**src/hw/hci_params.svh**
```systemverilog
`ifndef HCI_PARAMS_SVH
`define HCI_PARAMS_SVH

// Number of initiator ports that share the single memory path.
`define HCI_NB_CHAN 2

// Width of one data word in bits.
`define HCI_DW 32

// Width of the byte address produced by the initiators.
`define HCI_AW 32

// Width of the user tag that is echoed back with every response.
`define HCI_UW 4

// One byte-enable bit per byte of the data word.
`define HCI_BE_W 4

// Number of word-interleaved banks behind the router.
`define HCI_NB_BANKS 4

// Words held by each bank, so the whole memory is NB_BANKS * BANK_DEPTH words.
`define HCI_BANK_DEPTH 64

`endif

```
**src/hw/hci_resp_pkg.sv**
```systemverilog
package hci_resp_pkg;

  // Response opcode returned with every r_valid pulse.
  // OPC_ERR flags an access that was misaligned or out of range.
  // Such an access never reached a bank.
  typedef enum logic {
    OPC_OK  = 1'b0,  // Normal read or write completion.
    OPC_ERR = 1'b1   // Bad address with a zero data field.
  } tcdm_opc_e;

endpackage

```
**src/hw/tcdm_resp_merge.sv**
```systemverilog
`include "hci_params.svh"

// Folds the bank responses and the router error response into one stream.
// At most one source is valid in a cycle, because only one request is accepted per cycle.
module tcdm_resp_merge (
  input  logic [`HCI_NB_BANKS-1:0]              b_r_valid_i,
  input  logic [`HCI_NB_BANKS-1:0][`HCI_DW-1:0] b_r_data_i,
  input  logic [`HCI_NB_BANKS-1:0][`HCI_UW-1:0] b_r_user_i,
  input  logic                                  err_valid_i,  // From the router.
  input  logic [`HCI_UW-1:0]                    err_user_i,
  output logic                                  r_valid_o,
  output logic [`HCI_DW-1:0]                    r_data_o,
  output hci_resp_pkg::tcdm_opc_e               r_opc_o,
  output logic [`HCI_UW-1:0]                    r_user_o
);

  // A response exists when any bank or the error path speaks.
  assign r_valid_o = (|b_r_valid_i) | err_valid_i;

  // Error path has no data, so an error response carries a zero word.
  assign r_opc_o = err_valid_i ? hci_resp_pkg::OPC_ERR : hci_resp_pkg::OPC_OK;

  // AND-OR merge of the sources.
  // Idle sources contribute zero, so the payload is zero when nothing is valid.
  always_comb begin
    r_data_o = '0;
    r_user_o = err_valid_i ? err_user_i : '0;
    for (int b = 0; b < `HCI_NB_BANKS; b++) begin
      if (b_r_valid_i[b]) begin
        r_data_o = r_data_o | b_r_data_i[b];
        r_user_o = r_user_o | b_r_user_i[b];
      end
    end
  end

endmodule

```
**config.mk**
```make
export PLATFORM = sky130hd
export DESIGN_NAME = tcdm_resp_merge
export DESIGN_NICKNAME = d
export VERILOG_FILES = /design/src/hw/hci_resp_pkg.sv /design/src/hw/tcdm_resp_merge.sv
export VERILOG_INCLUDE_DIRS = /design/src /design/src/hw
export SDC_FILE = /design/constraint.sdc
export NUM_CORES = 1
export LEC_CHECK = 0
export BUFFER_PORTS_ARGS = -buffer_cell sky130_fd_sc_hd__buf_2
export CAP_MARGIN = 10
export CORE_AREA = 2 2 74 76
export DETAILED_ROUTE_END_ITERATION = 10
export DIE_AREA = 0 0 76 78
export GPL_TIMING_DRIVEN = 0
export PLACE_DENSITY = 0.66
export REMOVE_ABC_BUFFERS = 1
export SYNTH_ARGS = -nofsm -noshare
export SYNTH_HDL_FRONTEND = slang
export SYNTH_SLANG_ARGS = --single-unit
```
**constraint.sdc**
```tcl
create_clock -name vclk -period 1.6
set_input_delay 0.16 -clock vclk [all_inputs]
set_output_delay 0.16 -clock vclk [all_outputs]
set_load 0.02 [all_outputs]
```
# Word level (Yosys, flattened, before mapping)
# Cells that the tools add are included.
word_totals:
  output_inout_bits: 38
  ff_bits: 0
  inputBits: 153
  wordCells: 19
classes:
  n_mux: 10
  n_reduce_logical: 1
  bitwise: 8
op_table:
  columns: ["operator", "count"]
  rows:
  - ["2-to-1 mux 32 bit", 4]
  - ["bitwise OR 32 bit", 3]
  - ["2-to-1 mux 4 bit", 5]
  - ["bitwise OR 4 bit", 4]
  - ["OR reduction 4 bit", 1]
  - ["2-to-1 mux 1 bit", 1]
  - ["bitwise OR 1 bit", 1]

# Logic depth before layout (Yosys ltp)
logic_depth:
  word_depth: 9
  ltp_mapped: 4
  depth_no_buf: 2

# Worst setup path before layout
# Ideal clock, no wire load.
synth_timing:
  path_type: "input -> output"
  startpoint: "input port b_r_valid_i[0]"
  endpoint: "output port r_user_o[0]"
  n_path_buf: 1
  required_time_ns: 1.440
  stages: 3
  slack_ns: 0.685
  arrival_ns: 0.755
  path_cell_list: "buf_6 a222oi_1 nand2_1"
synth_between:
  elab_chain_cells: 7
synth_lines:
  columns: ["element", "line_no", "rtl"]
  rows:
  - ["from (decl)", "tcdm_resp_merge.sv:6", "input logic [`HCI_NB_BANKS-1:0] b_r_valid_i,"]
  - ["2-to-1 mux 4 bit *", "tcdm_resp_merge.sv:29", "if (b_r_valid_i[b]) begin"]
  - ["bitwise OR 4 bit", "tcdm_resp_merge.sv:31", "r_user_o = r_user_o | b_r_user_i[b];"]
  - ["2-to-1 mux 4 bit *", "tcdm_resp_merge.sv:29", null]
  - ["bitwise OR 4 bit", "tcdm_resp_merge.sv:31", null]
  - ["2-to-1 mux 4 bit *", "tcdm_resp_merge.sv:29", null]
  - ["bitwise OR 4 bit", "tcdm_resp_merge.sv:31", null]
  - ["2-to-1 mux 4 bit *", "tcdm_resp_merge.sv:29", null]
  - ["to (decl)", "tcdm_resp_merge.sv:14", "output logic [`HCI_UW-1:0] r_user_o"]
# Mark *: on every way between the ends. The rest lies on a longest branch, timed or not.

# Worst setup path after layout
layout_timing:
  startpoint: "input port b_r_valid_i[3]"
  endpoint: "output port r_data_o[30]"
layout_between:
  elab_chain_cells: 1
layout_lines:
  columns: ["element", "line_no", "rtl"]
  rows:
  - ["2-to-1 mux 32 bit", "tcdm_resp_merge.sv:29", null]
  - ["to (decl)", "tcdm_resp_merge.sv:12", "output logic [`HCI_DW-1:0] r_data_o,"]
# No other way between the ends.

==> results.ini <==
[timing]
hold_viol_final=0
tns_ns=0
finalSetupViolCount=0
tightest_slew_ns=0.711
finalMaxSlewViolations=0
fmax_ghz=0.732
min_period_over_period_pct=85.4
slew_headroom_pct=52.6
layout_min_cycle_time_ns=1.37
rsz0062_at_grt=no

[synth]
synthDistinctLibCells=7
yosysSeqAreaShare_pct=0
netlist_area_um2=891
ys_warn_count=0
syn_avg_cell_area_um2=6.96
netlist_instances=128

[finish]
antenna_cells=0
fin_area_mm2=0.00175
fill_cells=538
layout-drive-gt1-share_pct=63.6
seq_cells=0
fin_nets=457
seq_area_um2=0
area_growth_pct=96.1
num-clock-buffers=0
multi_input_area_um2=703

[floorplanning]
core_mm2=0.00504
die_area_mm2=0.00593
fp-row-count=26
initial_core_util_pct=17.7
die_w_um=76
io_pins=191
die_h_um=78

[critical_path]
cp.required_ns=1.44
crit_end=r_data_o[30]
cp_slowest_cell=buf_2
arrival_ns=1.21
critPathBufInv=2
crit_path_end_kind=output port
cp.depth=4
critPathKind=input port to output port
cp_max_fo=37
path_cells=buf_2, a22oi_1, nand2_1, buf_2
crit_path_frequent_cell=buf_2
cpPeakStageDelay_ns=0.55
worstSetupStartpointType=input port
critPathTopFamily=buffers and inverters
crit_path_start=b_r_valid_i[3]

[routing]
antenna_left=0
viasPerCell=4.73
drt_wl_total_mm=4.85
remaining_drc_errors=0
drtIter0Drc=129
firstDrtPassIters=6
wire_per_inst_um=13.0
vias=1760

[place]
port_buffers=191
dpl.hpwl_mm=3.73
place_congestion=0.724
dpl_cell_area_mm2=0.00175

[global_routing]
antenna_found_initial=0
grt-ovfl-total=0
grt_pass1_wl_mm=7.78
grt_pass1_vias=1758
track_usage_pct=14.9
grt_max_degree=38

[clock_network]
cts_hold_buf=0
ctsResizeCount=0
cts_setup_buffers=0

[run_status]
status=finished clean

[power]
power_density_mw_per_mm2=325
power_leakage_nw=1.01
vdd_drop_max_v=0.000197
finalPower_mw=0.568

[hold_path]
hp-class=input port to output port

[flow_run]
maxCapViolCount=0

## worst min path at each step
stage	start	to	slack, ns	cells past startpoint
after floorplan	err_valid_i	r_opc_o	0.32	0
after CTS	err_valid_i	r_opc_o	0.61	2
after detailed placement	err_valid_i	r_opc_o	0.62	2
after global placement	err_valid_i	r_opc_o	0.61	2
after global routing	err_valid_i	r_opc_o	0.62	2
final	err_valid_i	r_opc_o	0.62	2
## cells in the final DEF, fill, tap and decap left out, drive strengths merged
| master | instances |
|---|---|
| buf | 191 |
| a22oi | 68 |
| nand2 | 37 |
| a222oi | 4 |
| nor2 | 1 |
| nor3 | 1 |
## final cells by class
class	count	area share, %
repair buffers	191	54.7
multi-input cells	111	40.3
well taps	70	5.01
## where the power goes
| part | switching [mW] | leakage [nW] | internal, mW |
|---|---|---|---|
| Sequential | 0 | 0 | 0 |
| Combinational | 0.303 | 1.01 | 0.265 |
| Clock | 0 | 0 | 0 |
## Yosys cell counts
cell type	n	share of area, %
buf_4	1	0.84
nand2_1	37	16
nor2_1	1	0.42
a22oi_1	68	57
buf_6	16	20
a222oi_1	4	4.5
nor3_2	1	1.1
## per-layer routing
layer	GRT usage, %	vias to the layer above	part of all wire (%)
li1	-	869	-
met1	18.2	762	39
met2	28.9	127	49
met3	2.21	2	11
met4	0.545	0	0.35
met5	0	-	0
## per-stage QoR
| step | std cells | hold WS (ns) | utilization [%] | worst slack (ns) |
|---|---|---|---|---|
| floorplan | 111 | 0.320 | - | 0.788 |
| global placement | 372 | 0.614 | 34.6 | 0.225 |
| detailed placement | 372 | 0.615 | 34.6 | 0.241 |
| CTS | 372 | 0.613 | 34.6 | 0.239 |
| global route | 372 | 0.624 | 34.6 | 0.110 |
| finish | 372 | 0.615 | 34.6 | 0.233 |
## cell families after synthesis
group,Yosys count,synth area share (%)
buffers and inverters,17,21.1
and+or+nand+nor,39,17.1
AOI/OAI and AO/OA,72,61.8
Note: power is estimated with default switching activity, not from simulation.
