File: config.mk
export PLATFORM = sky130hd
export DESIGN_NAME = tcdm_bank_router
export DESIGN_NICKNAME = d
export VERILOG_FILES = /design/src/hw/hci_req_pkg.sv /design/src/hw/tcdm_bank_router.sv
export VERILOG_INCLUDE_DIRS = /design/src /design/src/hw
export SDC_FILE = /design/constraint.sdc
export NUM_CORES = 1
export LEC_CHECK = 0
export BUFFER_PORTS_ARGS = -buffer_cell sky130_fd_sc_hd__buf_2
export CAP_MARGIN = 5
export CORE_ASPECT_RATIO = 1.1
export CORE_MARGIN = 5
export CORE_UTILIZATION = 22
export DETAILED_ROUTE_END_ITERATION = 8
export PLACE_DENSITY = 0.77
export SLEW_MARGIN = 20
export SYNTH_ARGS = -nofsm -noshare
export SYNTH_HDL_FRONTEND = slang
export SYNTH_SLANG_ARGS = --single-unit
File: constraint.sdc
create_clock -name clk_i -period 1.2 [get_ports clk_i]
set_clock_uncertainty 0.1 [all_clocks]
set_input_delay 0.24 -clock clk_i [delete_from_list [all_inputs] [get_ports clk_i]]
set_output_delay 0.24 -clock clk_i [all_outputs]
set_load 0.02 [all_outputs]
File: src/hw/hci_params.svh
`ifndef HCI_PARAMS_SVH
`define HCI_PARAMS_SVH

// Number of initiator ports that share the single memory path.
`define HCI_NB_CHAN 2

// Width of one data word in bits.
`define HCI_DW 32

// Width of the byte address produced by the initiators.
`define HCI_AW 32

// Width of the user tag that is echoed back with every response.
`define HCI_UW 4

// One byte-enable bit per byte of the data word.
`define HCI_BE_W 4

// Number of word-interleaved banks behind the router.
`define HCI_NB_BANKS 4

// Words held by each bank, so the whole memory is NB_BANKS * BANK_DEPTH words.
`define HCI_BANK_DEPTH 64

`endif

File: src/hw/hci_req_pkg.sv
`include "hci_params.svh"

package hci_req_pkg;

  // Field widths of a byte address as the banks see it.
  localparam int unsigned OFFSET_W = $clog2(`HCI_BE_W);       // Byte inside a word.
  localparam int unsigned BANK_W   = $clog2(`HCI_NB_BANKS);   // Bank index.
  localparam int unsigned ROW_W    = $clog2(`HCI_BANK_DEPTH); // Word inside a bank.
  localparam int unsigned UPPER_W  = `HCI_AW - ROW_W - BANK_W - OFFSET_W;

  // The bank index sits right above the byte offset.
  // Consecutive words therefore land in consecutive banks.
  typedef struct packed {
    logic [UPPER_W-1:0]  upper;   // Must be zero, anything else is out of range.
    logic [ROW_W-1:0]    row;     // Word address inside the bank.
    logic [BANK_W-1:0]   bank;    // Which bank takes the access.
    logic [OFFSET_W-1:0] offset;  // Must be zero for a word-aligned access.
  } tcdm_addr_fld_t;

  // Same address word seen two ways.
  // The initiators write the flat byte address.
  // The router reads it back through the field view.
  typedef union packed {
    logic [`HCI_AW-1:0] flat;
    tcdm_addr_fld_t     fld;
  } tcdm_addr_t;

  // One bit per byte lane of the data word.
  typedef logic [`HCI_BE_W-1:0] tcdm_be_t;

endpackage

File: src/hw/tcdm_bank_router.sv
`include "hci_params.svh"

// Splits the word address into bank and row and strobes exactly one bank.
// Bad addresses never reach a bank. They get a locally generated error response instead.
module tcdm_bank_router (
  input  logic                              clk_i,
  input  logic                              rst_n_i,
  input  logic                              clear_i,
  input  logic                              req_i,        // Already granted upstream.
  input  hci_req_pkg::tcdm_addr_t           add_i,
  input  logic                              wen_i,
  input  logic [`HCI_DW-1:0]                data_i,
  input  hci_req_pkg::tcdm_be_t             be_i,
  input  logic [`HCI_UW-1:0]                user_i,
  output logic [`HCI_NB_BANKS-1:0]          bank_req_o,   // One-hot or all zero.
  output logic [hci_req_pkg::ROW_W-1:0]     bank_row_o,
  output logic                              bank_wen_o,
  output logic [`HCI_DW-1:0]                bank_data_o,
  output hci_req_pkg::tcdm_be_t             bank_be_o,
  output logic [`HCI_UW-1:0]                bank_user_o,
  output logic                              err_valid_o,  // One cycle after the bad request.
  output logic [`HCI_UW-1:0]                err_user_o
);

  logic               addr_bad;
  logic               err_valid_q;
  logic [`HCI_UW-1:0] err_user_q;

  // Any upper bit set is out of range. Any offset bit set is misaligned.
  assign addr_bad = (|add_i.fld.upper) | (|add_i.fld.offset);

  // Decode the bank field into a strobe only for good addresses.
  always_comb begin
    bank_req_o = '0;
    if (req_i && !addr_bad) begin
      bank_req_o[add_i.fld.bank] = 1'b1;
    end
  end

  // The remaining request lines are shared by all banks.
  assign bank_row_o  = add_i.fld.row;
  assign bank_wen_o  = wen_i;
  assign bank_data_o = data_i;
  assign bank_be_o   = be_i;
  assign bank_user_o = user_i;

  // Error strobe is registered so that it lines up with the bank read latency.
  always_ff @(posedge clk_i or negedge rst_n_i) begin
    if (!rst_n_i) begin
      err_valid_q <= 1'b0;
    end else if (clear_i) begin
      err_valid_q <= 1'b0;  // A pending error response is dropped.
    end else begin
      err_valid_q <= req_i & addr_bad;
    end
  end

  always_ff @(posedge clk_i) begin
    if (req_i && addr_bad) begin
      err_user_q <= user_i;  // Tag travels with the error pulse.
    end
  end

  assign err_valid_o = err_valid_q;
  assign err_user_o  = err_user_q;

endmodule

## Yosys cells after proc, flatten, opt, wreduce, memory -nomap -nowiden

Index checks and enable logic that the tools add are counted.
W data, S select, Z words.

| word-level totals | value |
|---|---|
| flip-flop bits (word level) | 5 |
| input port bits | 77 |
| logic and storage cells | 16 |

| operators by class | value |
|---|---|
| $lt $le $gt $ge | 2 |
| muxes and demuxes | 4 |
| bitwise operators | 2 |
| reductions and logical operators | 6 |

Operator list:

| kind | number |
|---|---|
| $reduce_or A22 Y1 | 1 |
| $mux W4 | 1 |
| $logic_and A1 B1 Y1 | 3 |
| $lt A2 B3 Y1 const B | 1 |
| $demux W1 S2 | 1 |
| $ge A2 B1 Y1 const B | 1 |
| $mux W1 | 2 |
| $reduce_or A2 Y1 | 1 |
| $and A1 B1 Y1 | 1 |
| $logic_not A1 Y1 | 1 |
| $or A1 B1 Y1 | 1 |

## Longest topological paths before layout

Gate-level depths: netlist of the first run.

| depth | value |
|---|---|
| depth in word-level cells | 5 |
| gate-level depth with buffers | 3 |

## Worst setup path after synthesis of the first run

Ideal clock, no wire load.

| timing | value |
|---|---|
| path type | input to output |
| start point | in add_i[31] in the netlist's numbering |
| end point | out bank_req_o[0] |
| data arrival time | 1.445 ns |
| data required time | 0.860 ns |
| setup slack | -0.585 ns |
| cell stages on the path | 3 |
| path buffers | 0 |
| path through | nor4_2 nand4_2 nor4_1 |

| between the ends | value |
|---|---|
| cells in the longest elaborated chain, start to end | 5 |

RTL lines:

| what | line | text |
|---|---|---|
| start: declaration | tcdm_bank_router.sv:10 | `input hci_req_pkg::tcdm_addr_t add_i,` |
| $reduce_or A22 Y1 | tcdm_bank_router.sv:30 | `assign addr_bad = (\|add_i.fld.upper) \| (\|add_i.fld.offset);` |
| $or A1 B1 Y1 | tcdm_bank_router.sv:30 |  |
| $logic_not A1 Y1 | tcdm_bank_router.sv:35 | `if (req_i && !addr_bad) begin` |
| $logic_and A1 B1 Y1 | tcdm_bank_router.sv:35 |  |
| $mux W4 | tcdm_bank_router.sv:35 |  |
| end: declaration | tcdm_bank_router.sv:15 | `` output logic [`HCI_NB_BANKS-1:0] bank_req_o, `` |

Every way passes these cells.

## Worst setup path after layout of the first run

| timing | value |
|---|---|
| start point | in add_i[24] in the netlist's numbering |
| end point | out bank_req_o[0] |

The elaborated chain is that of the path after synthesis.

==> run summary, run 1 <==
H-tree levels -> 1
CP Launch Type -> primary input
grt total ovfl -> 0
Yosys warning total -> 0
total detailed-routing wirelength -> 2.44 mm
Area growth, synth to finish -> 37.9%
average size of a mapped cell -> 9.10 um^2
syn nets -> 147
Seq/Total Area, Yosys -> 22.8%
die area -> 4070 um^2
Final period util -> 138%
status -> complete, but fails checks
Max Clk Rate -> 602 MHz
power share of the clock group -> 32.6%
pwr dens -> 662 nW/um^2
final setup vio count -> 9
Max Cap Viol -> 0
Post-Syn Area -> 637 um^2
CP Capture Type -> primary output
RSZ-0062 raised after global routing -> yes
CP Data Required Time -> 0.86 ns
CP max stage delay -> 0.32 ns
chip width -> 61.3 um
Final Instance Area -> 878 um^2
Crit-path slowest cell -> nor4_4
Pwr Total -> 0.000582 W
vias after detailed routing -> 503
worst slew pin tran -> 0.271 ns
CTS tree -> yes
Worst-path clk slew -> 0.04 ns
total clock sinks -> 5
proportion of layout cells with a drive suffix above 1 -> 85.0%
ANT nets after route -> 0
internal power -> 0.000420 W
first-pass GRT wire length -> 3.16 mm
IO Count -> 133
Peak VDD IR -> 0.435 mV
Max Slew Vio Count -> 0
pre-CTS setup slack -> -0.548 ns
CTS buffer count -> 3
Die Span Y -> 66.4 um
CTS Root Cell -> clkbuf_4
Filler Cell Count -> 286
Comb power frac -> 32.3%
worst min path class -> in -> reg
number of global-route vias before repair -> 583
switch share -> 27.8%
Placer Congestion -> 0.757
final worst setup slack -> -0.460 ns
worst hold margin -> 0.0977 ns
vias per cell -> 4.45
Global Route Usage Sum -> 10.9%
HPWL after DPL -> 2.08 mm
slew margin rel. -> 81.8%
Hold Vio Cnt, Final -> 0
Inserted Diodes -> 0
initial antenna violation count -> 0
Post-Syn Instances -> 70
Critical Path Fanout Max -> 3
critical path cell sequence -> buf_6 > nor4_4 > nand4_4 > buf_6 > nor4_4 > buf_4
Core ar. -> 2780 um^2
post-synth cell types -> 11
leak pwr -> 0.413 nW
sequential power share -> 35.2%
drt pass-1 iters -> 2
DRC -> 0
Worst EP arrival -> 1.32 ns
drt wl/cell -> 21.6 um
num rows -> 20
number of port buffers -> 46
net switching power -> 0.000162 W
failing checks -> negative setup slack
placed inst area -> 727 um^2
min Tclk post-route -> 1.66 ns
flops & latches, synth -> 5
final net count -> 158
Initial Util -> 22.9%
largest net degree at the start of global routing -> 6
initial DRC count -> 2
critical path class -> in -> out
Longest Clk Path Bufs -> 2
[worst paths after layout]
check | endpoint | cells past startpoint | startpoint | slack, ns
setup / recovery | bank_req_o[0] | 6 | add_i[24] | -0.46
hold / removal | err_user_o[1] | 1 | user_i[1] | 0.1
max in group asynchronous | err_valid_o | 2 | rst_n_i | 0.69
min in group asynchronous | err_valid_o | 2 | rst_n_i | 0.22
[synthesized netlist by cell type]
master	number	area, um^2
buf_4	47	353
nor4_2	4	50.1
o211a_1	1	10.0
nand4_2	1	12.5
inv_1	2	7.51
nor4_1	6	37.5
nand2_1	2	7.51
edfxtp_1	4	120
o21a_1	1	7.51
nand2b_1	1	6.26
dfrtp_1	1	25.0
[power groups by stage]
stage | Combinational (W) | Clock, W | Sequential, W
after floorplan | 0.000258 | 0 | 0.000225
after global placement | 0.000158 | 0 | 0.000207
after detailed placement | 0.000163 | 0 | 0.000208
after CTS | 0.000187 | 0.000195 | 0.000205
after global routing | 0.000200 | 0.000201 | 0.000206
final | 0.000188 | 0.000189 | 0.000205
[routing by layer]
metal / vias to the layer above / GRT usage (%) / share of wire, %
li1: 209 / - / -
met1: 211 / 6.24 / 19
met2: 69 / 21.8 / 58
met3: 14 / 7.03 / 18
met4: 0 / 6.78 / 4.9
met5: - / 0 / 0
[per-stage QoR]
stage / cells / utilization (%) / TNS (ns)
2_1_floorplan: 70 / - / -1.90
3_3_place_gp: 105 / 26.2 / -3.91
3_5_place_dp: 105 / 26.2 / -4.30
4_1_cts: 112 / 31.0 / -2.86
5_1_grt: 113 / 31.6 / -3.28
6_report: 113 / 31.6 / -2.87
[kinds of logic (layout without fill, tap and decap cells)]
group	after synthesis	count (layout)	share of synthesized area (%)
buf+inv	49	59	56.6
simple gates	14	14	17.9
flops	5	5	22.8
compound gates	2	2	2.75
[placed cells by master, fill, tap and decap left out]
master	synthesis	layout
buf_12	0	1
buf_2	0	32
buf_4	47	7
buf_6	0	12
clkbuf_1	0	1
clkbuf_4	0	3
dfrtp_1	1	1
dlygate4sd3_1	0	1
edfxtp_1	4	4
inv_1	2	2
nand2_1	2	1
nand2_4	0	1
nand2b_1	1	1
nand4_4	0	1
nor4_4	0	10
o211a_1	1	1
o21a_4	0	1
[cell type report]
type | instances | area [um^2] | area share [%]
clock buffers | 4 | 26.3 | 2.99
inverters | 2 | 7.51 | 0.855
multi-input cells | 16 | 280 | 31.9
flip-flops and latches | 5 | 145 | 16.5
well taps | 33 | 41.3 | 4.70
repair buffers | 53 | 378 | 43.0
[sequential cells by signal, summed over array words and instances, names as in the netlist]
register	cells
err_user_o	4
err_valid_o	1
[critical path, delay by kind of cell]
kind	cells	cell delay, ns
simple gates	3	0.63
buf+inv	3	0.45
[repair_timing]
| item | in CTS | in global routing |
|---|---|---|
| hold endpoints to repair | 1 | 0 |
| hold buffers | 1 | 0 |
| pin swaps | 7 | 2 |
| endpoints found under the setup margin | 9 | 9 |
| buffers inserted | 2 | 1 |
| resized for setup | 17 | 2 |
Power figures use the tool's default switching activity.
==> run 2, diff against run 1 <==
--- a/config.mk
+++ b/config.mk
@@ -6,13 +6,14 @@
 export SDC_FILE = /design/constraint.sdc
 export NUM_CORES = 1
 export LEC_CHECK = 0
+export ABC_AREA = 1
 export BUFFER_PORTS_ARGS = -buffer_cell sky130_fd_sc_hd__buf_2
 export CAP_MARGIN = 5
 export CORE_ASPECT_RATIO = 1.1
 export CORE_MARGIN = 5
 export CORE_UTILIZATION = 22
 export DETAILED_ROUTE_END_ITERATION = 8
-export PLACE_DENSITY = 0.77
+export PLACE_DENSITY = 0.76
 export SLEW_MARGIN = 20
 export SYNTH_ARGS = -nofsm -noshare
 export SYNTH_HDL_FRONTEND = slang
==> run 2 against run 1 <==
The run still ends with negative setup slack left. Final cell count increased by 13%. Highest routed layer unchanged. Utilization decreased by 1.0 points. Flip-flop and latch count unchanged. Synthesized area increased by 2.2%.
==> run summary, run 2 <==
status -> complete, but fails checks
failing checks -> negative setup slack
grt total ovfl -> 0 (unchanged)
Yosys warning total -> 0 (unchanged)
asr flop ratio synth -> 20.0% (unchanged)
drt pass-1 iters -> 2 (unchanged)
Final period util -> 121% (-18 points)
Hold Vio Cnt, Final -> 0 (unchanged)
initial DRC count -> 12 (+10)
CTS tree -> yes
Seq/Total Area, Yosys -> 22.3% (-0.48 points)
max reg flops -> 4 (unchanged)
Max Cap Viol -> 0 (unchanged)
CTS buffer count -> 3 (unchanged)
post-synthesis adder-cell area fraction -> 0% (unchanged)
number of global-route vias before repair -> 506 (-13%)
largest family of logic cells by synthesized area -> buffers and inverters
final setup vio count -> 4 (-5)
pwr dens -> 678 nW/um^2 (+2.4%)
DRC -> 0 (unchanged)
worst setup path start -> add_i[18]
chip width -> 61.9 um (+0.90%)
Post-Syn Instances -> 88 (+26%)
IO Count -> 133 (unchanged)
HPWL after DPL -> 1.22 mm (-41%)
ys flop type -> edfxtp_1
Critical Path Fanout Max -> 4 (+1)
Die Span Y -> 67.0 um (+0.91%)
Synth top cells by count -> 47 x buf_4, 17 x nor2_1, 11 x nand2_1
post-synth cell types -> 9 (-2)
Inserted Diodes -> 0 (unchanged)
initial antenna violation count -> 0 (unchanged)
CP Data Required Time -> 0.86 ns (about the same)
CP Launch Type -> primary input
post-synth top area share -> 54.2% (-1.2 points)
slew margin rel. -> 88.0% (+6.2 points)
Post-Syn Area -> 651 um^2 (+2.2%)
min Tclk post-route -> 1.45 ns (-0.211 ns)
number of port buffers -> 46 (unchanged)
RSZ-0062 raised after global routing -> yes
post-synthesis mux area share -> 0% (unchanged)
final worst setup slack -> -0.249 ns (+0.211 ns)
Placer Congestion -> 0.557 (-26%)
Worst EP arrival -> 1.11 ns (-0.21 ns)
first-pass GRT wire length -> 2.01 mm (-36%)
Global Route Usage Sum -> 6.72% (-4.2 points)
drt wl/cell -> 11.9 um (-45%)
flops & latches, synth -> 5 (unchanged)
proportion of layout cells with a drive suffix above 1 -> 81.1% (-3.9 points)
syn nets -> 165 (+12%)
simple-gate share of the synthesized area -> 21.7% (+3.9 points)
area leader, netlist -> buf_4
largest net degree at the start of global routing -> 5 (-1)
total clock sinks -> 5 (unchanged)
die area -> 4150 um^2 (+1.8%)
xor/xnor share of the synthesized area -> 0% (unchanged)
Worst-path clk slew -> 0.04 ns (about the same)
Worst Min Path Start -> clear_i
num rows -> 20 (unchanged)
commonest non-fill, non-tap cell in the layout -> buf_2
worst slew pin tran -> 0.180 ns (-0.0911 ns)
Core ar. -> 2800 um^2 (+0.90%)
Peak VDD IR -> 0.366 mV (-16%)
count leader, synth -> buf_4
total detailed-routing wirelength -> 1.53 mm (-37%)
Area growth, synth to finish -> 31.9%
H-tree levels -> 1 (unchanged)
number of synthesized flops with an enable pin -> 4 (unchanged)
worst min path class -> in -> reg
Max Clk Rate -> 690 MHz (+15%)
Initial Util -> 23.2% (+0.29 points)
final net count -> 173 (+9.5%)
vias per cell -> 3.97 (-11%)
commonest non-fill, non-tap cells in the layout -> 28 x buf_2, 19 x buf_6, 11 x nor2_4, 8 x nor2_2, 7 x nand2_1
Max Slew Vio Count -> 0 (unchanged)
vias after detailed routing -> 508 (+0.99%)
synth top area cells -> buf_4 54%, edfxtp_1 18%, nor2_1 9.8%
pre-CTS setup slack -> -0.350 ns (+0.199 ns)
Core Util, Final -> 30.6% (-1.0 points)
critical path class -> in -> out
Longest Clk Path Bufs -> 2 (unchanged)
average size of a mapped cell -> 7.39 um^2 (-19%)
leak pwr -> 0.394 nW (-4.7%)
CP Capture Type -> primary output
Synth Area in Compound Gates -> 0% (-2.8 points)
ANT nets after route -> 0 (unchanged)
CTS Root Cell -> clkbuf_4
## run 2: cell types whose count changed after synthesis, moves of 3 or more
cell | before | now
nor4_2 | 4 | 0
nor4_1 | 6 | 0
nand2_1 | 2 | 11
nor2_2 | 0 | 3
nor2_1 | 0 | 17
## run 2: stage by stage
stage          hold WS (ns)  cell area (um^2)  cells  total power [W]  setup TNS, ns
2_1_floorplan        -0.156               689     88         0.000479         -0.203
3_3_place_gp        -0.0854               623    122         0.000336          -2.40
3_5_place_dp        -0.0812               623    122         0.000339          -2.52
4_1_cts              0.0478               738    127         0.000554          -1.03
5_1_grt              0.0457               858    128         0.000622          -1.30
6_report             0.0540               858    128         0.000582         -0.965
## run 2: layout make-up
cell class / count / area (um^2)
clock buffer: 4 / 26.3
tap: 33 / 41.3
fill: 312 / 1940
sequential: 5 / 145
multi-input combinational: 33 / 255
inverter: 3 / 11.3
timing repair buffer: 50 / 379
## run 2: timing repair
| item | 4_1_cts | 5_1_grt |
|---|---|---|
| hold endpoints to repair | 1 | 0 |
| pin swaps | 15 | 20 |
| endpoints found under the setup margin | 7 | 8 |
| hold buffers | 1 | 0 |
| setup buffers | 0 | 1 |
| gates resized for setup | 19 | 28 |
## run 2: metal layers
metal	track usage [%]	routed length, um	vias to the layer above
li1	-	-	236
met4	7.96	85	0
met5	0	0	-
met1	5.17	433	211
met2	9.95	732	43
met3	4.46	276	18
## run 2: power breakdown
| part | switching (W) | leakage, nW | total, W | internal [W] |
|---|---|---|---|---|
| combinational | 0.0000875 | 0.327 | 0.000187 | 0.000100 |
| sequential | 0.00000243 | 0.0520 | 0.000205 | 0.000202 |
| clock | 0.0000646 | 0.0150 | 0.000190 | 0.000125 |
## run 2: logic make-up (layout without fill, tap and decap cells)
| kind of cell | after synthesis | after routing |
|---|---|---|
| buffers and inverters | 50 | 57 |
| AND/OR/NAND/NOR | 33 | 33 |
| flip-flops | 5 | 5 |
## run 2: critical path: stages
cell and delay (ns):
buf_6 0.09, nor2_2 0.11, nand2_2 0.07, nor2_4 0.14, nand4_4 0.19, nor2_4 0.15, buf_6 0.12
## run 2: path summary, 6_finish.rpt
path / endpoint / slack, ns / cells past startpoint
max in group asynchronous: err_valid_o / 0.70 / 2
min in group asynchronous: err_valid_o / 0.21 / 2
worst min-delay path: err_valid_o / 0.05 / 2
worst max-delay path: bank_req_o[2] / -0.25 / 7
