<file path="config.mk">
export PLATFORM = sky130hd
export DESIGN_NAME = hci_core_mux_static
export DESIGN_NICKNAME = d
export VERILOG_FILES = /design/src/hw/hci_req_pkg.sv /design/src/hw/hci_resp_pkg.sv /design/src/hw/hci_core_mux_static.sv
export VERILOG_INCLUDE_DIRS = /design/src /design/src/hw
export SDC_FILE = /design/constraint.sdc
export NUM_CORES = 1
export LEC_CHECK = 0
export ABC_AREA = 1
export ABC_CLOCK_PERIOD_IN_PS = 800
export BUFFER_PORTS_ARGS = -buffer_cell sky130_fd_sc_hd__buf_2
export CAP_MARGIN = 20
export CORE_AREA = 4 4 128 130
export DETAILED_ROUTE_END_ITERATION = 8
export DIE_AREA = 0 0 132 134
export GPL_TIMING_DRIVEN = 0
export SYNTH_ARGS = -nofsm -noshare
export SYNTH_HDL_FRONTEND = slang
export SYNTH_SLANG_ARGS = --single-unit
</file>
<file path="constraint.sdc">
create_clock -name vclk -period 0.8
set_input_delay 0.08 -clock vclk [all_inputs]
set_output_delay 0.08 -clock vclk [all_outputs]
set_load 0.02 [all_outputs]
</file>
<file path="src/hw/hci_params.svh">
`ifndef HCI_PARAMS_SVH
`define HCI_PARAMS_SVH

// Number of initiator ports that share the single memory path.
`define HCI_NB_CHAN 2

// Width of one data word in bits.
`define HCI_DW 32

// Width of the byte address produced by the initiators.
`define HCI_AW 32

// Width of the user tag that is echoed back with every response.
`define HCI_UW 4

// One byte-enable bit per byte of the data word.
`define HCI_BE_W 4

// Number of word-interleaved banks behind the router.
`define HCI_NB_BANKS 4

// Words held by each bank, so the whole memory is NB_BANKS * BANK_DEPTH words.
`define HCI_BANK_DEPTH 64

`endif

</file>
<file path="src/hw/hci_req_pkg.sv">
`include "hci_params.svh"

package hci_req_pkg;

  // Field widths of a byte address as the banks see it.
  localparam int unsigned OFFSET_W = $clog2(`HCI_BE_W);       // Byte inside a word.
  localparam int unsigned BANK_W   = $clog2(`HCI_NB_BANKS);   // Bank index.
  localparam int unsigned ROW_W    = $clog2(`HCI_BANK_DEPTH); // Word inside a bank.
  localparam int unsigned UPPER_W  = `HCI_AW - ROW_W - BANK_W - OFFSET_W;

  // The bank index sits right above the byte offset.
  // Consecutive words therefore land in consecutive banks.
  typedef struct packed {
    logic [UPPER_W-1:0]  upper;   // Must be zero, anything else is out of range.
    logic [ROW_W-1:0]    row;     // Word address inside the bank.
    logic [BANK_W-1:0]   bank;    // Which bank takes the access.
    logic [OFFSET_W-1:0] offset;  // Must be zero for a word-aligned access.
  } tcdm_addr_fld_t;

  // Same address word seen two ways.
  // The initiators write the flat byte address.
  // The router reads it back through the field view.
  typedef union packed {
    logic [`HCI_AW-1:0] flat;
    tcdm_addr_fld_t     fld;
  } tcdm_addr_t;

  // One bit per byte lane of the data word.
  typedef logic [`HCI_BE_W-1:0] tcdm_be_t;

endpackage

</file>
<file path="src/hw/hci_resp_pkg.sv">
package hci_resp_pkg;

  // Response opcode returned with every r_valid pulse.
  // OPC_ERR flags an access that was misaligned or out of range.
  // Such an access never reached a bank.
  typedef enum logic {
    OPC_OK  = 1'b0,  // Normal read or write completion.
    OPC_ERR = 1'b1   // Bad address with a zero data field.
  } tcdm_opc_e;

endpackage

</file>
<file path="src/hw/hci_core_mux_static.sv">
`include "hci_params.svh"

// Static multiplexer between initiator ports that are used strictly one at a time.
// No arbitration happens here. The sel_i level alone picks the active port.
module hci_core_mux_static (
  input  logic [$clog2(`HCI_NB_CHAN)-1:0]            sel_i,         // Active initiator.
  input  logic [`HCI_NB_CHAN-1:0]                    in_req_i,
  input  logic [`HCI_NB_CHAN-1:0][`HCI_AW-1:0]       in_add_i,
  input  logic [`HCI_NB_CHAN-1:0]                    in_wen_i,      // 1 is read.
  input  logic [`HCI_NB_CHAN-1:0][`HCI_DW-1:0]       in_data_i,
  input  hci_req_pkg::tcdm_be_t [`HCI_NB_CHAN-1:0]   in_be_i,
  input  logic [`HCI_NB_CHAN-1:0][`HCI_UW-1:0]       in_user_i,
  output logic [`HCI_NB_CHAN-1:0]                    in_gnt_o,
  output logic [`HCI_NB_CHAN-1:0]                    in_r_valid_o,
  output logic [`HCI_NB_CHAN-1:0][`HCI_DW-1:0]       in_r_data_o,
  output hci_resp_pkg::tcdm_opc_e [`HCI_NB_CHAN-1:0] in_r_opc_o,
  output logic [`HCI_NB_CHAN-1:0][`HCI_UW-1:0]       in_r_user_o,
  input  logic                                       r_valid_i,     // From the merger.
  input  logic [`HCI_DW-1:0]                         r_data_i,
  input  hci_resp_pkg::tcdm_opc_e                    r_opc_i,
  input  logic [`HCI_UW-1:0]                         r_user_i,
  output logic                                       out_req_o,     // Towards the router.
  output logic [`HCI_AW-1:0]                         out_add_o,
  output logic                                       out_wen_o,
  output logic [`HCI_DW-1:0]                         out_data_o,
  output hci_req_pkg::tcdm_be_t                      out_be_o,
  output logic [`HCI_UW-1:0]                         out_user_o
);

  for (genvar ii = 0; ii < `HCI_NB_CHAN; ii++) begin : gen_chan
    // The banks never stall, so the active port is granted whenever it asks.
    // The idle port keeps a low grant and holds its request.
    assign in_gnt_o[ii]     = (sel_i == ii) ? in_req_i[ii] : 1'b0;
    assign in_r_valid_o[ii] = (sel_i == ii) ? r_valid_i    : 1'b0;  // Only the owner sees it.

    // Response payload goes to everyone.
    // Only the strobe tells a port the response is its own.
    assign in_r_data_o[ii] = r_data_i;
    assign in_r_opc_o[ii]  = r_opc_i;
    assign in_r_user_o[ii] = r_user_i;
  end

  // Request side is a plain indexed select on the active port.
  assign out_req_o  = in_req_i[sel_i];
  assign out_add_o  = in_add_i[sel_i];
  assign out_wen_o  = in_wen_i[sel_i];
  assign out_data_o = in_data_i[sel_i];
  assign out_be_o   = in_be_i[sel_i];
  assign out_user_o = in_user_i[sel_i];

endmodule

</file>
# Word level (Yosys, flattened, before mapping)
# Index checks and enable logic that the tools add are counted.
dict set report word_totals {
  register_bits 0
  inputBits 187
  out_inout_bits 152
  elab_cells 17
}
dict set report op_classes {
  magnitude_cmp 1
  mux 16
}
# cell count
set ops {}
lappend ops {{two-way mux 32 bit} 4}
lappend ops {{two-way mux 4 bit} 4}
lappend ops {{two-way mux 1 bit} 8}
lappend ops {{less-than comparator 1 x 2 -> 1 bit (second input constant)} 1}

# Logic depth before layout (Yosys ltp)
# Gate-level depths: netlist of the first run.
dict set report logic_depth {
  ltp_word 2
  mapped_depth 6
  ltp_nobuf 3
}

# Worst setup path before layout of the first run
# No wires, ideal clock.
dict set report synth_timing {
  path_type {input -> output}
  from {input port sel_i}
  to {output port out_add_o[10]}
  t_arrival_ns 0.711
  t_required_ns 0.720
  path_slack_ns 0.009
  cell_stages 6
  n_path_buf 3
  cell_sequence {buf_4 inv_2 buf_6 buf_6 nand2_1 nand2_1}
}
dict set report synth_via {
  elab_chain_cells 2
}
# item line
set synth_lines {}
lappend synth_lines {{start, declared} hci_core_mux_static.sv:6} ;# input logic [$clog2(`HCI_NB_CHAN)-1:0] sel_i,
lappend synth_lines {{two-way mux 32 bit (implied by the code) (2 in series)} hci_core_mux_static.sv:45} ;# assign out_add_o = in_add_i[sel_i];
lappend synth_lines {{end, declared} hci_core_mux_static.sv:23} ;# output logic [`HCI_AW-1:0] out_add_o,
# Every way passes these cells. The select of a mux whose other input is x is not followed.

# Worst setup path in the final report of the first run
dict set report layout_timing {
  from {input port sel_i}
  to {output port out_data_o[1]}
}
dict set report layout_via {
  elab_chain_cells 2
}
# item line
set layout_lines {}
lappend layout_lines {{two-way mux 32 bit (implied by the code) (2 in series)} hci_core_mux_static.sv:47} ;# assign out_data_o = in_data_i[sel_i];
lappend layout_lines {{end, declared} hci_core_mux_static.sv:25} ;# output logic [`HCI_DW-1:0] out_data_o,
# Every way passes these cells. The select of a mux whose other input is x is not followed.

==> results by stage, run 1 <==
Placed design:
- The worst slack at placement is -0.319 ns.
- Once placement finished, the instance area stood at 3290 um^2.
- The total of buffers placed on input and output ports is about 300.
- Once placement completed, the tool counted placed cells totaling just over 800.
- Detailed placement finished with a half-perimeter wire length of approximately 8400 um.
- The placer congestion estimate is between 0.8 and 0.9.

Route:
- The length of the first detailed-routing pass in iterations is 4.
- The wire length per cell after detailed routing is about 13 um.
- Across all layers, the routed design uses 3026 vias.
- In this run, the number of DRC markers left after iteration 0 of detailed routing was just over 90.
- The DRC violation count after routing is 0.
- For this block, the routed nets add up to 11000 um of wire.
- Using the TritonRoute via totals, the vias-per-cell ratio works out to ~3.7.
- The number of nets still failing antenna checks after routing is 0.

Final layout:
- The total area of sequential cells is 0 um^2.
- The count of non-filler cells in the finished layout is between 800 and 900.
- Of the cells placed in the final design, the portion with a size suffix greater than 1 is between 80% and 90%.
- The number of fillers in the final layout is about 1600.
- The final core utilization is between 20% and 30%.
- There are 0 flip-flops and latches.
- The area growth from synthesis to layout is 190%.
- At the end of the flow, the number of nets in the layout was 821.
- In the finished layout, the clock tree contains a buffer count of 0.
- The number of antenna cells inserted is 0.
- Once layout is done, the placed cells without fillers occupy between 4000 and 5000 um^2.

Synthesis:
- The synthesized instance count is 320.
- Counting every net in the synthesized netlist gives 507.
- The synthesized netlist occupies a cell area of roughly 1600 um^2.
- The average footprint of a synthesized cell is 4.85 um^2.
- After synthesis, the cell types taking the most area are sky130_fd_sc_hd__nand2_1, sky130_fd_sc_hd__buf_4, sky130_fd_sc_hd__buf_6.
- The largest total area in the synthesized netlist belongs to sky130_fd_sc_hd__nand2_1.
- The Yosys warning count is 0.
- The sequential area share after synthesis is 0%.
- Summed over its instances, the top area cell type makes up about 54% of the synthesized netlist area.
- The number of distinct library cells after synthesis is 8.

Global route:
- The first-pass GRT wire length is approximately 15000 um.
- The initial antenna violation count is 1.
- The number of global-route vias before repair is just under 3000.
- Global routing consumed, over all layers together, slightly below 10% of the routing resources.
- The global route total overflow is 0.
- The largest net degree at the start of global routing is 11.

STA:
- Setup repair after global routing could not meet its margin everywhere.
- The highest clock rate is about 1100 MHz.
- The transition time of the tightest slew-check pin is ~0.22 ns.
- The number of endpoints with negative hold slack in the final report is 0.
- For the finished layout, the period the worst path requires is between 0.9 and 1 ns.
- Headroom to the max-slew limit came out at 85.6%.
- The final-report max-slew violation count is 0.
- The worst-case setup margin in the final layout is -0.115 ns.
- Setup violations remaining at the end of the flow were counted as between 70 and 80.
- The share of the cycle needed by the critical path after routing is 114%.

Status:
- The run finished, with violations left.
- The checks that failed: negative setup slack.

Floorplanning:
- The total number of placement rows is 45.
- The floorplan step defined a die boundary enclosing between 15000 and 20000 um^2.
- Once the floorplan was initialized, standard cells occupied roughly a tenth of the core.
- The overall die width is 132 um.
- The die span in y is approximately 130 um.
- The core region is between 15000 and 20000 um^2.
- In this run the count of I/O pins placed on the die edge is approximately 340.

Worst setup path:
- The most critical setup path has its endpoint at out_data_o[1].
- The critical path class is primary input to primary output.
- The startpoint of the most critical setup path is sel_i.
- The data arrival time of the critical path is 0.83 ns.
- Data on the critical path is required at its endpoint by 0.72 ns.
- STA classifies the critical path startpoint as a primary input.
- STA classifies the critical path endpoint as a primary output.
- In this run the worst path has a maximum fanout of 5.

Power and ir drop:
- The largest voltage drop on the vdd net is ~210 uV.
- The power per unit of standard cell area is ~700 nW/um^2.
- The post-layout total power is approximately 3.2 mW.
- The reported leakage power is 2.76 nW.

Min path:
- The number of instances on the worst hold path is 2.
- The path class of the lowest-slack min-delay path is primary input to primary output.

Clock tree:
- Hold repair after CTS inserted 0 buffers.

Run:
- The count of maximum capacitance violations is 0.
[layout by cell type (no fill, tap or decap), drive strengths merged]
master	n
clkbuf	8
clkinv	1
nor2	1
buf	395
nand2	223
inv	4
[worst max-delay path: stages]
cell,delay (ns)
sky130_fd_sc_hd__buf_12,0.12
sky130_fd_sc_hd__inv_12,0.07
sky130_fd_sc_hd__clkbuf_16,0.16
sky130_fd_sc_hd__clkbuf_16,0.16
sky130_fd_sc_hd__nand2_2,0.05
sky130_fd_sc_hd__nand2_2,0.07
sky130_fd_sc_hd__buf_6,0.12
[cell usage after synthesis]
cell type                  number
sky130_fd_sc_hd__nand2_1      223
sky130_fd_sc_hd__buf_2          7
sky130_fd_sc_hd__inv_1          4
sky130_fd_sc_hd__inv_2          1
sky130_fd_sc_hd__buf_4         75
sky130_fd_sc_hd__nor2_1         1
sky130_fd_sc_hd__buf_6          8
sky130_fd_sc_hd__clkbuf_1       1
[through the flow]
stage	TNS, ns	hold WS (ns)
2_1_floorplan	0	0.273
3_3_place_gp	-14.68	0.379
3_5_place_dp	-15.00	0.379
4_1_cts	-6.44	0.379
5_1_grt	-8.65	0.381
6_report	-5.35	0.378
[metal layers]
| metal | share of wire (%) | vias up | wire length (um) | GRT usage (%) |
|---|---|---|---|---|
| met5 | 0 | - | 0 | 0 |
| met4 | 0.65 | 0 | 71 | 0.525 |
| met3 | 7.9 | 4 | 870 | 1.69 |
| met2 | 57 | 184 | 6210 | 20.1 |
| met1 | 35 | 1337 | 3830 | 11.3 |
| li1 | - | 1501 | - | - |
[logic make-up (layout without fill, tap and decap cells)]
logic type             Yosys count  in the layout  share of synthesized area (%)
buffers and inverters           96            408                           45.8
and+or+nand+nor                224            224                           54.2
[worst min-delay path by stage]
| stage | start | endpoint | slack (ns) |
|---|---|---|---|
| floorplan | r_data_i[0] | in_r_data_o[0] | 0.27 |
| global placement | r_data_i[19] | in_r_data_o[19] | 0.38 |
| detailed placement | r_data_i[0] | in_r_data_o[32] | 0.38 |
| CTS | r_data_i[0] | in_r_data_o[32] | 0.38 |
| global route | r_data_i[19] | in_r_data_o[51] | 0.38 |
| finish | r_data_i[23] | in_r_data_o[55] | 0.38 |
[power breakdown]
group	switching (mW)	internal [mW]	total (mW)
logic	1.60	1.57	3.16
clock network	0	0	0
registers	0	0	0
total	1.60	1.57	3.16
[layout make-up]
cell class | count | area (um^2) | share of cell area (%)
Multi-Input combinational cell | 224 | 1280 | 28.5
Buffer | 91 | 795 | 17.6
Inverter | 5 | 36.3 | 0.805
Tap cell | 188 | 235 | 5.22
Timing Repair Buffer | 312 | 2160 | 47.8
[what timing repair did]
item,in CTS,in global routing
pin swaps,12,38
resized for setup,173,138
hold endpoints to repair,0,0
setup endpoints to repair,76,77
gates cloned,2,6
buffers inserted,3,0
(Power assumes the default switching activity.)
==> inputs of run 2 (changes only) <==
--- a/config.mk
+++ b/config.mk
@@ -6,7 +6,7 @@
 export SDC_FILE = /design/constraint.sdc
 export NUM_CORES = 1
 export LEC_CHECK = 0
-export ABC_AREA = 1
+export ABC_AREA = 0
 export ABC_CLOCK_PERIOD_IN_PS = 800
 export BUFFER_PORTS_ARGS = -buffer_cell sky130_fd_sc_hd__buf_2
 export CAP_MARGIN = 20
==> results by stage, run 2 <==
Route:
- In the routed design, unresolved DRC markers number 0.
- Dividing the detail-routed wire length by the instance count gives ~14 um.
- The via count is approximately 2200.
- After detailed routing, the number of vias per cell comes to between 3 and 4.
- Wires add up to 9120 um.
- The first routing iteration left 36 violations.
- The first detailed-routing pass ran for 2 iterations.
- The number of nets still failing antenna checks after routing is 0.

STA:
- For the pin with the worst max-slew slack, the measured transition is 0.145 ns.
- The final-report max-slew violation count was 0.
- The highest clock rate is about 990 MHz.
- The worst-case setup margin in the final layout is -0.206 ns.
- Setup repair after global routing could not meet its margin everywhere.
- The minimum clock period after layout is approximately 1 ns.
- The final critical path takes up 126% of the cycle.
- The final count of negative-setup-slack endpoints is 78.
- The worst hold margin is ~0.38 ns.
- Headroom to the max-slew limit came out at roughly nine tenths.
- The number of endpoints with negative hold slack in the final report is 0.
- Summed over all failing endpoints, the final setup total negative slack is -11.72 ns.

Final layout:
- Summing all multi-input logic gate instances after layout gives 972 um^2.
- The count of non-filler cells in the finished layout is between 600 and 700.
- Leaving out fill and tap cells, the most frequent cells in the layout are sky130_fd_sc_hd__buf_2, sky130_fd_sc_hd__buf_4, sky130_fd_sc_hd__mux2_2.
- The layout has about 1700 filler cells.
- After the last flow step, the layout net total stands at 656.
- The final design area excluding fillers is approximately 3700 um^2.
- The most common library cell in the layout ignoring fill and taps is sky130_fd_sc_hd__buf_2.
- The repair_antennas step left the layout with diodes totalling 0.
- Summing all flip-flop and latch instances after layout gives 0 um^2.
- The number of clock buffers in the layout is 0.
- The share of cells above drive strength 1 is 100%.
- There are 0 flip-flops and latches.
- The area growth from synthesis to layout is 137%.

Power and ir drop:
- The power per unit of standard cell area is about 700 nW/um^2.
- The largest voltage drop on the vdd net is around 290 uV.
- The post-layout total power is between 2 and 3 mW.
- The reported leakage power is 2.13 nW.

Worst setup path:
- The critical path goes through buf_12, buf_12, buf_12, mux2_4, buf_6.
- The worst stage delay on the critical path is 0.32 ns.
- In this design, the critical path's most frequently occurring cell is sky130_fd_sc_hd__buf_12.
- Of all nets on the critical path, the largest fanout is 6.
- The critical path's slowest cell is sky130_fd_sc_hd__mux2_4.
- STA classifies the critical path endpoint as a primary output.
- For the worst setup path, the data required time is ~0.72 ns.
- The startpoint type of the worst setup path is a primary input.
- Data arrives at the worst endpoint at slightly above 0.9 ns.
- The critical path is of the primary input to primary output type.

Synthesis:
- In the post-synthesis netlist, the cell with the most instances is sky130_fd_sc_hd__buf_4.
- Ranked by total cell area, the synthesized netlist is headed by sky130_fd_sc_hd__mux2_2, sky130_fd_sc_hd__buf_4, sky130_fd_sc_hd__mux2_4.
- The Yosys warning count is 0.
- Of the post-synthesis cell area, the dominant cell type holds a little over two fifths.
- After technology mapping, the gate count stands at 161.
- After synthesis, the largest family of logic cells by area is multiplexers.
- The adder-cell share of the synthesized area is 0%.
- The synthesized net count is 348.
- The cell type contributing the most total cell area after synthesis is sky130_fd_sc_hd__mux2_2.
- The mapped netlist covers ~1500 um^2.
- Sequential elements use 0% of the synthesized area.
- The share of the synthesized area in compound gates (AO/OA/AOI/OAI) is 0%.
- The multiplexer share of the synthesized area is slightly below 60%.
- Yosys mapped the design onto 7 distinct sky130hd cell types.
- The average footprint of a synthesized cell is approximately 9.6 um^2.
- Of the total synthesized cell area, the portion taken by XOR and XNOR cells is 0%.
- The simple-gate area share of the yosys netlist is ~1.6%.
- Ranked by instance count, the synthesized netlist is headed by sky130_fd_sc_hd__buf_4, sky130_fd_sc_hd__mux2_2, sky130_fd_sc_hd__mux2_4, sky130_fd_sc_hd__buf_2, sky130_fd_sc_hd__buf_6.

Global route:
- The number of global-route vias before repair came to approximately 2300.
- Global routing used under 10% of the available tracks.
- The initial antenna violation count is 0.
- The first-pass GRT wire length is about 13000 um.
- Entering global routing, the biggest net connects 11 pins.
- For this run the aggregate overflow at the end of global routing stands at 0.

Floorplanning:
- The placeable core region is 15100 um^2.
- The die span in y is 134 um.
- The total number of placement rows is 45.
- The die covers 17700 um^2.
- For this configuration, the core starts out at a cell density of roughly a tenth.
- During I/O placement, the number of pins put on the boundary was about 340.
- In this run the horizontal extent of the chip is between 100 and 150 um.

Status:
- The run finished, with violations left.
- The final reports fail on negative setup slack.

Clock tree:
- The hold buffer count at cts is 0.

Placed design:
- Buffers placed on the I/O ports in this run total around 300.
- The HPWL reported at the end of detailed placement is 8460 um.
- The instance count after placement with tap cells included is 650.
- The placed cell area is ~3300 um^2.
- The congestion estimate from routability-driven global placement came to between 0.8 and 0.9.

Min path:
- The path class of the lowest-slack min-delay path is primary input to primary output.

Run:
- The tool flagged a number of max-cap violations equal to 0.
run 2: cells by family after synthesis:
kind of cell,count (synthesis)
buf+inv,83
simple gates,4
mux,74
run 2: layout make-up:
class | count | share of cell area [%]
repair buffers | 306 | 48.4
multi-input cells | 78 | 26.6
plain buffers | 83 | 18.6
well taps | 188 | 6.43
run 2: metrics by stage:
step / util, % / worst slack [ns]
final: 24.1 / -0.206
after global routing: 24.1 / -0.225
after global placement: 21.8 / -0.301
after floorplan: - / -0.0672
after CTS: 24.0 / -0.214
after detailed placement: 21.8 / -0.301
run 2: path summary, 6_finish.rpt:
check,start,end,cells past startpoint
setup / recovery,sel_i,out_data_o[22],5
hold / removal,r_user_i[1],in_r_user_o[5],2
run 2: power breakdown:
part / switching [mW] / leakage [nW] / total, mW / internal, mW
sequential: 0 / 0 / 0 / 0
combinational: 1.24 / 2.13 / 2.60 / 1.37
clock: 0 / 0 / 0 / 0
run 2: worst max-delay path, delay by kind of cell:
kind	cells	cell delay (ns)
muxes	1	0.32
buffers and inverters	4	0.53
run 2: repair_timing:
| item | 4_1_cts | 5_1_grt |
|---|---|---|
| pin swaps | 0 | 0 |
| setup endpoints to repair | 78 | 78 |
| gates resized for setup | 86 | 2 |
| hold endpoints to repair | 0 | 0 |
| gates cloned | 1 | 0 |
| buffers inserted | 3 | 1 |
run 2: per-layer routing:
| layer | vias to the layer above | track usage, % | share of wire [%] | wire (um) |
|---|---|---|---|---|
| met5 | - | 0 | 0 | 0 |
| met4 | 0 | 0 | 0 | 0 |
| met3 | 0 | 2.74 | 11 | 1000 |
| met2 | 152 | 16.7 | 52 | 4780 |
| met1 | 938 | 10.6 | 37 | 3340 |
| li1 | 1086 | - | - | - |
==> inputs of run 3 (changes only) <==
==> constraint.sdc (replaced) <==
create_clock -name vclk -period 0.8
set_input_delay 0.12 -clock vclk [all_inputs]
set_output_delay 0.12 -clock vclk [all_outputs]
set_load 0.02 [all_outputs]
==> results by stage, run 3 (synthesized netlist as in run 2, its figures left out) <==
STA:
- The final count of negative-setup-slack endpoints is 78.
- The worst-case setup margin in the final layout is -0.292 ns.
- Setup repair after global routing could not meet its margin everywhere.
- The minimum clock period after layout is roughly 1.1 ns.
- After layout, the worst path uses 136% of the clock period.
- The highest clock rate is 916 MHz.
- The headroom to the max-slew limit is around 89%.
- The transition time of the tightest slew-check pin is around 0.16 ns.
- The final-report max-slew violation count was 0.
- The number of endpoints with negative hold slack in the final report is 0.
- Summed over all failing endpoints, the final setup total negative slack is -18.46 ns.
- The worst hold margin is about 0.46 ns.

Global route:
- Across every metal layer, demand over resource in global routing totals about an eighth.
- The total overflow left after global routing is 0.
- The first global-routing pass estimated roughly 16000 um of wire.
- The number of global-route vias before repair is 2444.
- The initial antenna violation count came to 0.
- The largest net degree at the start of global routing is 11.

Run:
- The tool flagged a number of max-cap violations equal to 0.

Floorplanning:
- The die outline area is 17700 um^2.
- The initial utilization of the core area, before any placement, comes to 10.2%.
- Measured along the x axis, the die boundary spans approximately 130 um.
- The number of top-level pins is ~340.
- Measured along the y axis, the die boundary spans 134 um.
- The initialized floorplan defines 45 standard-cell rows.
- The core region is 15100 um^2.

Placed design:
- The HPWL reported at the end of detailed placement is between 10000 and 15000 um.
- The placer congestion estimate is about 0.8.
- Input and output buffers added on the ports amount to approximately 300.

Final layout:
- The number of clock buffers in the layout is 0.
- Compared with the post-synthesis result, the final layout area differs by 139%.
- The most common library cell in the layout ignoring fill and taps is sky130_fd_sc_hd__buf_2.
- Summing all flip-flop and latch instances after layout gives 0 um^2.
- Leaving out fill and tap cells, the most frequent cells in the layout are sky130_fd_sc_hd__buf_2, sky130_fd_sc_hd__buf_4, sky130_fd_sc_hd__mux2_2.
- Cells with a size suffix above 1 make up 100% of the layout.
- Counting the fill cells in the layout gives between 1500 and 2000.
- The sequential cell count of the final layout is 0.
- The final layout contains 656 nets.
- The repair_antennas step left the layout with diodes totalling 0.

Route:
- After detailed routing, the average wire length per cell comes to ~18 um.
- The DRC violation count after routing is 0.
- The average via count per standard cell is between 3 and 4.
- The first routing iteration left 22 violations.
- The via count is roughly 2200.
- Wires add up to around 12000 um.
- The pre-antenna-repair detailed-routing pass consisted of 4 iterations.
- Once detail routing completed, the nets flagged for antenna violations numbered 0.

Min path:
- The path class of the lowest-slack min-delay path is primary input to primary output.

Worst setup path:
- At the worst endpoint, the required time is about 0.68 ns.
- The type of destination of the critical path is a primary output.
- The startpoint of the most critical setup path is sel_i.
- The most critical setup path has its endpoint at out_wen_o.
- The setup path with the least slack is of type primary input to primary output.
- The startpoint type of the worst setup path is a primary input.
- The data arrival time of the critical path is slightly below 1 ns.
- The maximum fanout along the worst path is 7.

Status:
- The run finished, with violations left.
- The checks that failed: negative setup slack.

Power and ir drop:
- The largest voltage drop on the vdd net is ~300 uV.
- The reported leakage power is approximately 2.1 nW.
- For this design the ratio of total power to cell area is 739 nW/um^2.

Clock tree:
- The hold buffer count at cts is 0.
[run 3: changes by cell type in the layout (fill, tap and decap cells not counted), sizes merged]
cell	change
buf	-1
clkbuf	+1
[run 3: final cells by class]
type	instances	area, um^2	share of cell area [%]
Tap cell	188	235	6.38
Timing Repair Buffer	306	1790	48.7
Buffer	83	688	18.7
Multi-Input combinational cell	78	968	26.3
[run 3: worst min-delay path by stage]
stage | startpoint | to | slack (ns) | depth (start not counted)
floorplan | r_data_i[0] | in_r_data_o[0] | 0.35 | 1
global placement | r_data_i[26] | in_r_data_o[26] | 0.46 | 2
detailed placement | r_data_i[26] | in_r_data_o[58] | 0.46 | 2
CTS | r_data_i[12] | in_r_data_o[44] | 0.46 | 2
global route | r_data_i[13] | in_r_data_o[45] | 0.46 | 2
finish | r_data_i[3] | in_r_data_o[3] | 0.46 | 2
[run 3: stage by stage]
stage                     std cells  power [mW]  utilization (%)  setup WS [ns]  cell area, um^2
after floorplan                 161        1.44                -         -0.147             1570
after global placement          650        2.46             21.8         -0.371             3310
after detailed placement        650        2.46             21.8         -0.369             3310
after CTS                       653        2.72             23.9         -0.294             3620
after global routing            655        2.89             24.3         -0.311             3690
final                           655        2.72             24.3         -0.292             3690
[run 3: layer usage]
layer / routed length [um] / vias up / GRT usage (%)
li1: - / 1086 / -
met5: 0 / - / 0
met2: 5790 / 198 / 21.4
met4: 0 / 0 / 0
met1: 4700 / 959 / 14.9
met3: 1590 / 0 / 5.18
[run 3: critical path, stage by stage]
cell and delay (ns):
sky130_fd_sc_hd__buf_12 0.12, sky130_fd_sc_hd__buf_12 0.14, sky130_fd_sc_hd__buf_12 0.12, sky130_fd_sc_hd__mux2_4 0.32
sky130_fd_sc_hd__buf_6 0.14
[run 3: power by group]
part / switching (mW) / internal, mW / leakage (nW)
clock: 0 / 0 / 0
combinational: 1.33 / 1.39 / 2.13
sequential: 0 / 0 / 0
[run 3: repair_timing]
action | 4_1_cts | 5_1_grt
buffers inserted | 2 | 2
hold endpoints to repair | 0 | 0
gates resized for setup | 84 | 9
setup endpoints to repair | 78 | 78
cloned | 1 | 1
